### config.mk
export PLATFORM = sky130hd
export DESIGN_NAME = fifo_ctrl_1r1w
export DESIGN_NICKNAME = d
export VERILOG_FILES = /design/src/fifo_cfg_pkg.sv /design/src/fifo_types_pkg.sv /design/src/fifo_ctrl_1r1w.sv /design/src/fifo_pop_ctrl.sv /design/src/fifo_push_ctrl.sv /design/src/fifo_ram.sv /design/src/fifo_staging_buffer.sv
export SDC_FILE = /design/constraint.sdc
export NUM_CORES = 1
export LEC_CHECK = 0
export ABC_AREA = 1
export BUFFER_PORTS_ARGS = -buffer_cell sky130_fd_sc_hd__buf_4
export CORE_ASPECT_RATIO = 0.9
export CORE_UTILIZATION = 25
export DETAILED_ROUTE_END_ITERATION = 10
export PLACE_DENSITY = 0.38
export RECOVER_POWER = 100
export SYNTH_ARGS = -nofsm -noshare
export SYNTH_HDL_FRONTEND = slang
export SYNTH_HIERARCHICAL = 1
export SYNTH_SLANG_ARGS = --single-unit
### constraint.sdc
create_clock -name clk -period 6.27 [get_ports clk]
set_clock_uncertainty 0.05 [all_clocks]
set_input_delay 0 -clock clk [delete_from_list [all_inputs] [get_ports clk]]
set_output_delay 0 -clock clk [all_outputs]
set_load 0.1 [all_outputs]
### src/fifo_cfg_pkg.sv
// --------------------------------------------------------------------------
// FIFO configuration
// Fixed depth, width and array read latency of the register-file FIFO,
// with the staging size, array depth and field widths derived from them
// --------------------------------------------------------------------------

package fifo_cfg_pkg;

  // ------------------------------------------------------------------------
  // Base configuration
  // ------------------------------------------------------------------------

  // Total capacity in items, array plus staging buffer
  localparam int fifo_depth = 8;

  // Payload width
  localparam int fifo_width = 16;

  // Cycles from read address to read data
  localparam int ram_read_latency = 1;

  // ------------------------------------------------------------------------
  // Derived sizes
  // ------------------------------------------------------------------------

  // One entry per read in flight, plus one to hold the head
  localparam int staging_depth = ram_read_latency + 1;

  // Smallest array that still gives fifo_depth in total
  localparam int ram_depth = fifo_depth - staging_depth;

  localparam int addr_width = $clog2(ram_depth);
  localparam int count_width = $clog2(fifo_depth + 1);

  // Array address step, wraps at ram_depth which is not a power of two
  function automatic logic [addr_width-1:0] addr_incr(input logic [addr_width-1:0] addr);
    logic [addr_width-1:0] last;
    last = addr_width'(ram_depth - 1);
    return (addr == last) ? '0 : addr + 1'b1;
  endfunction

endpackage : fifo_cfg_pkg

### src/fifo_types_pkg.sv
// --------------------------------------------------------------------------
// FIFO types
// Packed bundles for the array ports and occupancy status, and the state
// encoding of the staging buffer
// --------------------------------------------------------------------------

package fifo_types_pkg;

  import fifo_cfg_pkg::*;

  // Array write port, one request per cycle
  typedef struct packed {
    logic                  valid;
    logic [addr_width-1:0] addr;
    logic [fifo_width-1:0] data;
  } ram_wr_t;

  // Array read address
  typedef struct packed {
    logic                  valid;
    logic [addr_width-1:0] addr;
  } ram_rd_req_t;

  // Read data, one cycle behind its request
  typedef struct packed {
    logic                  valid;
    logic [fifo_width-1:0] data;
  } ram_rd_rsp_t;

  // Occupancy, kept by the push side
  typedef struct packed {
    logic [count_width-1:0] items;
    logic                   empty;
    logic                   full;
  } occupancy_t;

  // Number of entries held in the staging buffer
  typedef enum logic [1:0] {
    stg_empty,
    stg_one,
    stg_two
  } staging_state_e;

endpackage : fifo_types_pkg

### src/fifo_ctrl_1r1w.sv
// --------------------------------------------------------------------------
// FIFO top level
// Single-clock FIFO built from a push controller, a pop controller with
// its staging buffer, and a 1R1W storage array
// --------------------------------------------------------------------------

`timescale 1ns/1ps

module fifo_ctrl_1r1w
  import fifo_cfg_pkg::*, fifo_types_pkg::*;
(
  input  logic                  clk,
  input  logic                  rst,

  // Push side
  input  logic                  push_valid,
  input  logic [fifo_width-1:0] push_data,
  output logic                  push_ready,

  // Pop side
  input  logic                  pop_ready,
  output logic                  pop_valid,
  output logic [fifo_width-1:0] pop_data,

  // Status
  output occupancy_t            occ
);

  // Push to pop
  logic                  bypass_valid;
  logic [fifo_width-1:0] bypass_data;

  // Pop to push
  logic                  bypass_ready;
  logic                  pop_beat;

  // Array ports
  ram_wr_t               ram_wr;
  ram_rd_req_t           ram_rd_req;
  ram_rd_rsp_t           ram_rd_rsp;

  fifo_push_ctrl i_fifo_push_ctrl (
    .clk          (clk),
    .rst          (rst),
    .push_valid   (push_valid),
    .push_data    (push_data),
    .push_ready   (push_ready),
    .bypass_ready (bypass_ready),
    .bypass_valid (bypass_valid),
    .bypass_data  (bypass_data),
    .ram_wr       (ram_wr),
    .pop_beat     (pop_beat),
    .occ          (occ)
  );

  fifo_pop_ctrl i_fifo_pop_ctrl (
    .clk          (clk),
    .rst          (rst),
    .pop_ready    (pop_ready),
    .pop_valid    (pop_valid),
    .pop_data     (pop_data),
    .bypass_valid (bypass_valid),
    .bypass_data  (bypass_data),
    .bypass_ready (bypass_ready),
    .ram_rd_req   (ram_rd_req),
    .ram_rd_rsp   (ram_rd_rsp),
    .occ          (occ),
    .pop_beat     (pop_beat)
  );

  fifo_ram i_fifo_ram (
    .clk        (clk),
    .rst        (rst),
    .ram_wr     (ram_wr),
    .ram_rd_req (ram_rd_req),
    .ram_rd_rsp (ram_rd_rsp)
  );

endmodule : fifo_ctrl_1r1w

### src/fifo_pop_ctrl.sv
// --------------------------------------------------------------------------
// FIFO pop controller
// Read address counter and pop beat around the staging buffer, which
// decides between array data and bypassed items
// --------------------------------------------------------------------------

`timescale 1ns/1ps

module fifo_pop_ctrl
  import fifo_cfg_pkg::*, fifo_types_pkg::*;
(
  input  logic                  clk,
  input  logic                  rst,

  // Pop side
  input  logic                  pop_ready,
  output logic                  pop_valid,
  output logic [fifo_width-1:0] pop_data,

  // Bypass from the push side
  input  logic                  bypass_valid,
  input  logic [fifo_width-1:0] bypass_data,
  output logic                  bypass_ready,

  // Array read port
  output ram_rd_req_t           ram_rd_req,
  input  ram_rd_rsp_t           ram_rd_rsp,

  // Occupancy is tracked by the push side
  input  occupancy_t            occ,
  output logic                  pop_beat
);

  logic                  ram_rd_valid;
  logic [addr_width-1:0] rd_addr;

  // ------------------------------------------------------------------------
  // Flow control
  // ------------------------------------------------------------------------

  assign pop_beat = pop_valid && pop_ready;

  // ------------------------------------------------------------------------
  // Read address
  // ------------------------------------------------------------------------

  // Steps once per issued read, same wrap point as the write side
  always_ff @(posedge clk) begin
    if (rst) begin
      rd_addr <= '0;
    end else if (ram_rd_valid) begin
      rd_addr <= addr_incr(rd_addr);
    end
  end

  assign ram_rd_req.valid = ram_rd_valid;
  assign ram_rd_req.addr  = rd_addr;

  // ------------------------------------------------------------------------
  // Staging buffer
  // ------------------------------------------------------------------------

  // Hides the read latency, takes bypassed items when the array is empty
  fifo_staging_buffer i_fifo_staging_buffer (
    .clk          (clk),
    .rst          (rst),
    .total_items  (occ.items),
    .bypass_valid (bypass_valid),
    .bypass_data  (bypass_data),
    .bypass_ready (bypass_ready),
    .ram_rd_valid (ram_rd_valid),
    .ram_rd_rsp   (ram_rd_rsp),
    .pop_ready    (pop_ready),
    .pop_valid    (pop_valid),
    .pop_data     (pop_data)
  );

endmodule : fifo_pop_ctrl

### src/fifo_push_ctrl.sv
// --------------------------------------------------------------------------
// FIFO push controller
// Accepts pushes while not full, steers each item to the bypass path or
// the array, and keeps the write address and the total item count
// --------------------------------------------------------------------------

`timescale 1ns/1ps

module fifo_push_ctrl
  import fifo_cfg_pkg::*, fifo_types_pkg::*;
(
  input  logic                  clk,
  input  logic                  rst,

  // Push side
  input  logic                  push_valid,
  input  logic [fifo_width-1:0] push_data,
  output logic                  push_ready,

  // Bypass into the staging buffer
  input  logic                  bypass_ready,
  output logic                  bypass_valid,
  output logic [fifo_width-1:0] bypass_data,

  // Array write port
  output ram_wr_t               ram_wr,

  // From the pop side
  input  logic                  pop_beat,
  output occupancy_t            occ
);

  logic                   push_beat;
  logic [addr_width-1:0]  wr_addr;
  logic [count_width-1:0] items_q;

  // ------------------------------------------------------------------------
  // Flow control
  // ------------------------------------------------------------------------

  // Only registered state here, so no path from pop_ready
  assign push_ready = !occ.full;
  assign push_beat  = push_valid && push_ready;

  // Bypass offer goes out with every push beat
  // The staging buffer takes it only while bypass_ready is high
  assign bypass_valid = push_beat;
  assign bypass_data  = push_data;

  // Everything not bypassed lands in the array
  assign ram_wr.valid = push_beat && !bypass_ready;
  assign ram_wr.addr  = wr_addr;
  assign ram_wr.data  = push_data;

  // ------------------------------------------------------------------------
  // Write address
  // ------------------------------------------------------------------------

  always_ff @(posedge clk) begin
    if (rst) begin
      wr_addr <= '0;
    end else if (ram_wr.valid) begin
      wr_addr <= addr_incr(wr_addr);
    end
  end

  // ------------------------------------------------------------------------
  // Item count
  // ------------------------------------------------------------------------

  // Push and pop together leave the count alone
  always_ff @(posedge clk) begin
    if (rst) begin
      items_q <= '0;
    end else if (push_beat && !pop_beat) begin
      items_q <= items_q + 1'b1;
    end else if (pop_beat && !push_beat) begin
      items_q <= items_q - 1'b1;
    end
  end

  assign occ.items = items_q;
  assign occ.empty = (items_q == '0);
  assign occ.full  = (items_q == count_width'(fifo_depth));

endmodule : fifo_push_ctrl

### src/fifo_ram.sv
// --------------------------------------------------------------------------
// FIFO storage array
// Flop array of ram_depth words, one write port and one read port with
// the read data registered one cycle after the address
// --------------------------------------------------------------------------

`timescale 1ns/1ps

module fifo_ram
  import fifo_cfg_pkg::*, fifo_types_pkg::*;
(
  input  logic        clk,
  input  logic        rst,
  input  ram_wr_t     ram_wr,
  input  ram_rd_req_t ram_rd_req,
  output ram_rd_rsp_t ram_rd_rsp
);

  logic [fifo_width-1:0] mem [ram_depth];
  logic                  rd_valid_q;
  logic [fifo_width-1:0] rd_data_q;

  // Write port
  always_ff @(posedge clk) begin
    if (ram_wr.valid) begin
      mem[ram_wr.addr] <= ram_wr.data;
    end
  end

  // Read valid, the only control state here
  always_ff @(posedge clk) begin
    if (rst) begin
      rd_valid_q <= 1'b0;
    end else begin
      rd_valid_q <= ram_rd_req.valid;
    end
  end

  // Read data, a word written last cycle is already visible
  always_ff @(posedge clk) begin
    if (ram_rd_req.valid) begin
      rd_data_q <= mem[ram_rd_req.addr];
    end
  end

  assign ram_rd_rsp.valid = rd_valid_q;
  assign ram_rd_rsp.data  = rd_data_q;

endmodule : fifo_ram

### src/fifo_staging_buffer.sv
// --------------------------------------------------------------------------
// FIFO staging buffer
// Two-entry output buffer in front of the array. Issues array reads while
// it has room, catches read data and bypassed items, and drives the pop
// port in arrival order
// --------------------------------------------------------------------------

`timescale 1ns/1ps

module fifo_staging_buffer
  import fifo_cfg_pkg::*, fifo_types_pkg::*;
(
  input  logic                   clk,
  input  logic                   rst,

  // Total items in the FIFO, from the push side
  input  logic [count_width-1:0] total_items,

  // Bypass path
  input  logic                   bypass_valid,
  input  logic [fifo_width-1:0]  bypass_data,
  output logic                   bypass_ready,

  // Array read
  output logic                   ram_rd_valid,
  input  ram_rd_rsp_t            ram_rd_rsp,

  // Pop side
  input  logic                   pop_ready,
  output logic                   pop_valid,
  output logic [fifo_width-1:0]  pop_data
);

  staging_state_e         state, state_d;
  logic                   inflight_q;
  logic [count_width-1:0] staged_count;
  logic [count_width-1:0] array_items;
  logic [count_width-1:0] pipe_load;
  logic                   pop_take;
  logic                   in_valid;
  logic [fifo_width-1:0]  in_data;
  logic [fifo_width-1:0]  head_q;
  logic [fifo_width-1:0]  tail_q;

  // ------------------------------------------------------------------------
  // Occupancy bookkeeping
  // ------------------------------------------------------------------------

  always_comb begin
    case (state)
      stg_empty: staged_count = '0;
      stg_one:   staged_count = count_width'(1);
      default:   staged_count = count_width'(2);
    endcase
  end

  // Items still sitting in the array
  assign array_items = total_items - staged_count - count_width'(inflight_q);

  assign pop_valid = (state != stg_empty);
  assign pop_data  = head_q;
  assign pop_take  = pop_valid && pop_ready;

  // Slots taken after this cycle's pop, never negative
  assign pipe_load = staged_count + count_width'(inflight_q) - count_width'(pop_take);

  assign ram_rd_valid = (array_items != '0) && (pipe_load < count_width'(staging_depth));

  // Bypass keeps order only with nothing older in the array or in flight
  assign bypass_ready = (array_items == '0) && !inflight_q && (state != stg_two);

  // Read data and bypass never arrive together
  assign in_valid = ram_rd_rsp.valid || (bypass_valid && bypass_ready);
  assign in_data  = ram_rd_rsp.valid ? ram_rd_rsp.data : bypass_data;

  // ------------------------------------------------------------------------
  // Entry state
  // ------------------------------------------------------------------------

  always_comb begin
    state_d = state;
    case (state)
      stg_empty: if (in_valid) state_d = stg_one;
      stg_one: begin
        if (in_valid && !pop_take) state_d = stg_two;
        else if (!in_valid && pop_take) state_d = stg_empty;
      end
      default: if (pop_take && !in_valid) state_d = stg_one;
    endcase
  end

  always_ff @(posedge clk) begin
    if (rst) begin
      state      <= stg_empty;
      inflight_q <= 1'b0;
    end else begin
      state      <= state_d;
      inflight_q <= ram_rd_valid;
    end
  end

  // ------------------------------------------------------------------------
  // Entry data
  // ------------------------------------------------------------------------

  // Head drains first, tail moves up on a pop
  always_ff @(posedge clk) begin
    if (state == stg_two && pop_take) begin
      head_q <= tail_q;
    end else if (in_valid && (state == stg_empty || (state == stg_one && pop_take))) begin
      head_q <= in_data;
    end
    if (in_valid && (state == stg_two || (state == stg_one && !pop_take))) begin
      tail_q <= in_data;
    end
  end

endmodule : fifo_staging_buffer

==> results.yml <==
grt:
  top_usage_layer: "met1"
  met2_usage_pct: 16.3
  grt_overflow: 0
  grt_pass1_wl_um: 24400
  grt_usage_pct: 11.4
  grtUsageMet1_pct: 16.6
  antenna_found_initial: 0
  grt_pass1_vias: 4282
  grt_util_met3_pct: 2.38
  grt_start_max_net_pins: 53
sta:
  slew_headroom_pct: 20.8
  fin_crit_sh_pct: 72.4
  drv_slew: 0
  hold_viol_final: 0
  fmax_ghz: 0.220
  finalSetupViolations: 0
  fin_tns_setup_ps: 0
  rsz0062_at_grt: "no"
  tightest_slew_ps: 1190
  period_minus_slack_ps: 4540
synth:
  ys_top_cells_by_area: "edfxtp_1 (61%), nand2_1 (8.6%), buf_4 (4.4%), nor2_1 (4.1%), dfxtp_1 (4.0%)"
  async_flop_share_pct: 0
  netlist_top_cells_count: "nand2_1 (162), edfxtp_1 (144), nor2_1 (77), nand3_1 (56), inv_1 (47)"
  postSynthCellCount: 648
  synth_edf_count: 144
  netlist.area_leader.share_pct: 61.3
  yosys.cell_types.count: 33
  synth_warnings: 6
  postSynthAreaPerCell_sq_um: 10.9
  synthesis.area_sq_um: 7060
  yosysSeqAreaShare_pct: 65.2
  yosysTopAreaCell: "edfxtp_1"
  synth_seq_cells: 158
  syn-num-nets: 685
  synth_ff_type: "edfxtp_1"
  synth_most_common_cell: "nand2_1"
clock_tree:
  clk_latency_ps: 420
  cts_hold_buf: 18
  cts.path.max_buffers: 2
  h-tree-depth: 4
  ctsResizeCount: 0
  clock_sinks: 158
  cts_tree: "done"
  cts.clk_slew.worst_paths_ps: 70
  post_cts_buffers: 0
  cts_made_buffers: 17
  clk_root_buffer_cell: "clkbuf_16"
finish:
  fin_nets: 717
  n_fill_cell: 2898
  drive_above_1_share_pct: 7.36
  stdcell_count: 1047
  syn_to_final_growth_pct: 14.1
  antenna_cells: 0
critical_path:
  crit_end: "i_fifo_ram/mem[5][7]$_DFFE_PP_"
  slowest_stage: "clkbuf_1"
  cp_cell_sequence: "inv_1 -> nor2_1 -> inv_1 -> fa_1 -> inv_1 -> ha_1 -> or2_2 -> fa_1 -> o21bai_1 -> nor2_1 -> nand2_1 -> nor2_1 -> inv_1 -> nor3_1 -> inv_1 -> nand3_1 -> inv_1 -> nand2_1 -> nor2_1 -> clkbuf_1"
  ff2ff_setup_slack_ps: 1730
  reg2reg_depth: 20
  crit_top_cell: "inv_1"
  reg2reg_to: "i_fifo_ram/mem[5][7]$_DFFE_PP_"
  crit_type: "register to register"
  path_max_fanout: 16
  worstPathRequired_ps: 6260
  cp-start-kind: "register"
  critical-path-top-delay-family: "buffers and inverters"
  critPathCaptureType: "register"
  cp_num_buf_inv: 7
  crit_path_start: "i_fifo_pop_ctrl/i_fifo_staging_buffer/state[0]$_SDFFE_PP0P_"
  crit_arrival_ps: 4530
  worstSetupPathDepth: 20
  r2r_start: "i_fifo_pop_ctrl/i_fifo_staging_buffer/state[0]$_SDFFE_PP0P_"
  worst_path_largest_cell_delay_ps: 730
placed_design:
  portBuffers: 43
  dp_hpwl_um: 10500
  place_inst: 997
  gp_congestion: 0.816
drt:
  dr.first_iter.drc_count: 315
  final_antenna_net_count: 0
  drt_wl_total_um: 15200
  routedWlPerCell_um: 14.5
  drc: 8
  firstDrtPassIters: 7
  vias: 4372
  routed_via_density: 4.18
status:
  status: "finished, violations left"
  violations: "DRC"
floorplan:
  rows: 57
  die_w_um: 179
  coreArea_sq_um: 27400
  die_h_um: 161
  start_util_pct: 25.8
  dieArea_sq_um: 28900
  pin_count: 44
power_and_ir_drop:
  powerDensity_nw_per_um2: 559
  max-vdd-ir-drop_mv: 0.215
  p_leak_nw: 3.07
min_path:
  hp-class: "input pin to register"
flow_run:
  drv_cap: 0
==> cells in the final DEF, fill, tap and decap left out, types with 4 or more instances in the layout <==
cell type      instances
clkbuf_16             17
ha_1                  13
a21oi_1                5
edfxtp_1             144
a31oi_1               16
nand2_1              163
dfxtp_1               14
o21ai_0               16
nand3_1               58
inv_1                 48
fa_1                   4
dlygate4sd3_1         18
clkbuf_1              48
inv_2                  4
buf_4                  4
nor2_1                79
o21ai_1                5
==> worst register-to-register path: stages (launching register included) <==
cell and delay (ps):
dfxtp_1 410, inv_1 60, nor2_1 180, inv_1 160
fa_1 550, inv_1 50, ha_1 180, or2_2 310
fa_1 480, o21bai_1 110, nor2_1 70, nand2_1 60
nor2_1 60, inv_1 70, nor3_1 50, inv_1 110
nand3_1 150, inv_1 110, nand2_1 90, nor2_1 110
clkbuf_1 730
==> worst min path at each step <==
stage                       from                                                     endpoint  slack [ps]  depth (start not counted)
finish                 pop_ready  i_fifo_pop_ctrl/i_fifo_staging_buffer/state[1]$_SDFFE_PP0P_         200                          7
global route           pop_ready  i_fifo_pop_ctrl/i_fifo_staging_buffer/state[1]$_SDFFE_PP0P_         230                          7
CTS                    pop_ready  i_fifo_pop_ctrl/i_fifo_staging_buffer/state[1]$_SDFFE_PP0P_         150                          7
detailed placement  push_data[1]                               i_fifo_ram/mem[5][1]$_DFFE_PP_         210                          1
global placement    push_data[1]                               i_fifo_ram/mem[5][1]$_DFFE_PP_         210                          1
floorplan                    rst  i_fifo_pop_ctrl/i_fifo_staging_buffer/state[0]$_SDFFE_PP0P_          20                          1
==> logic make-up (layout without fill, tap and decap cells) <==
family | count (synthesis) | after routing | synth area share (%)
AO/OA/AOI/OAI | 45 | 45 | 3.63
XOR/XNOR | 2 | 2 | 0.248
flip-flops | 158 | 158 | 65.2
buffers and inverters | 109 | 154 | 8.14
AND/OR/NAND/NOR | 317 | 317 | 19.3
adder cells (fa/ha/maj) | 17 | 17 | 3.44
==> area by class of cell <==
| cell class | count | area [sq um] | area share [%] |
|---|---|---|---|
| clock buffers | 18 | 429 | 5.33 |
| clock inverters | 14 | 153 | 1.90 |
| inverters | 53 | 199 | 2.47 |
| multi-input cells | 381 | 1840 | 22.8 |
| flip-flops and latches | 158 | 4600 | 57.2 |
| well taps | 354 | 443 | 5.50 |
| repair buffers | 69 | 387 | 4.80 |
==> routing by layer <==
layer | vias to the layer above | wire length (um)
met5 | - | 0
met4 | 0 | 199
met3 | 13 | 612
met2 | 62 | 6460
met1 | 2086 | 7910
li1 | 2211 | -
==> where the power goes <==
group	internal, mW	switching [mW]	total, mW
Clock	0.562	0.449	1.01
Sequential	1.56	0.128	1.69
Combinational	0.365	1.44	1.80
==> sequential cells by signal, indices dropped and copies added (netlist names) <==
name                                              flops
i_fifo_push_ctrl/items_q                              4
i_fifo_pop_ctrl/i_fifo_staging_buffer/tail_q         16
i_fifo_ram/mem                                       96
i_fifo_push_ctrl/wr_addr                              3
i_fifo_ram/rd_data_q                                 16
i_fifo_pop_ctrl/i_fifo_staging_buffer/pop_data       16
i_fifo_ram/rd_valid_q                                 1
i_fifo_pop_ctrl/i_fifo_staging_buffer/state           2
i_fifo_pop_ctrl/i_fifo_staging_buffer/inflight_q      1
i_fifo_pop_ctrl/rd_addr                               3
==> stage by stage <==
step	power, mW	hold slack [ps]	worst slack, ps	util (%)	area (sq um)
floorplan	3.20	19.1	1740	-	7060
global placement	3.62	214	2320	27.4	7510
detailed placement	3.65	213	2250	27.4	7510
CTS	4.69	146	2200	30.2	8270
global route	4.82	231	1330	29.4	8050
finish	4.51	197	1730	29.4	8050
No activity file was read; power rests on OpenSTA's default activity.
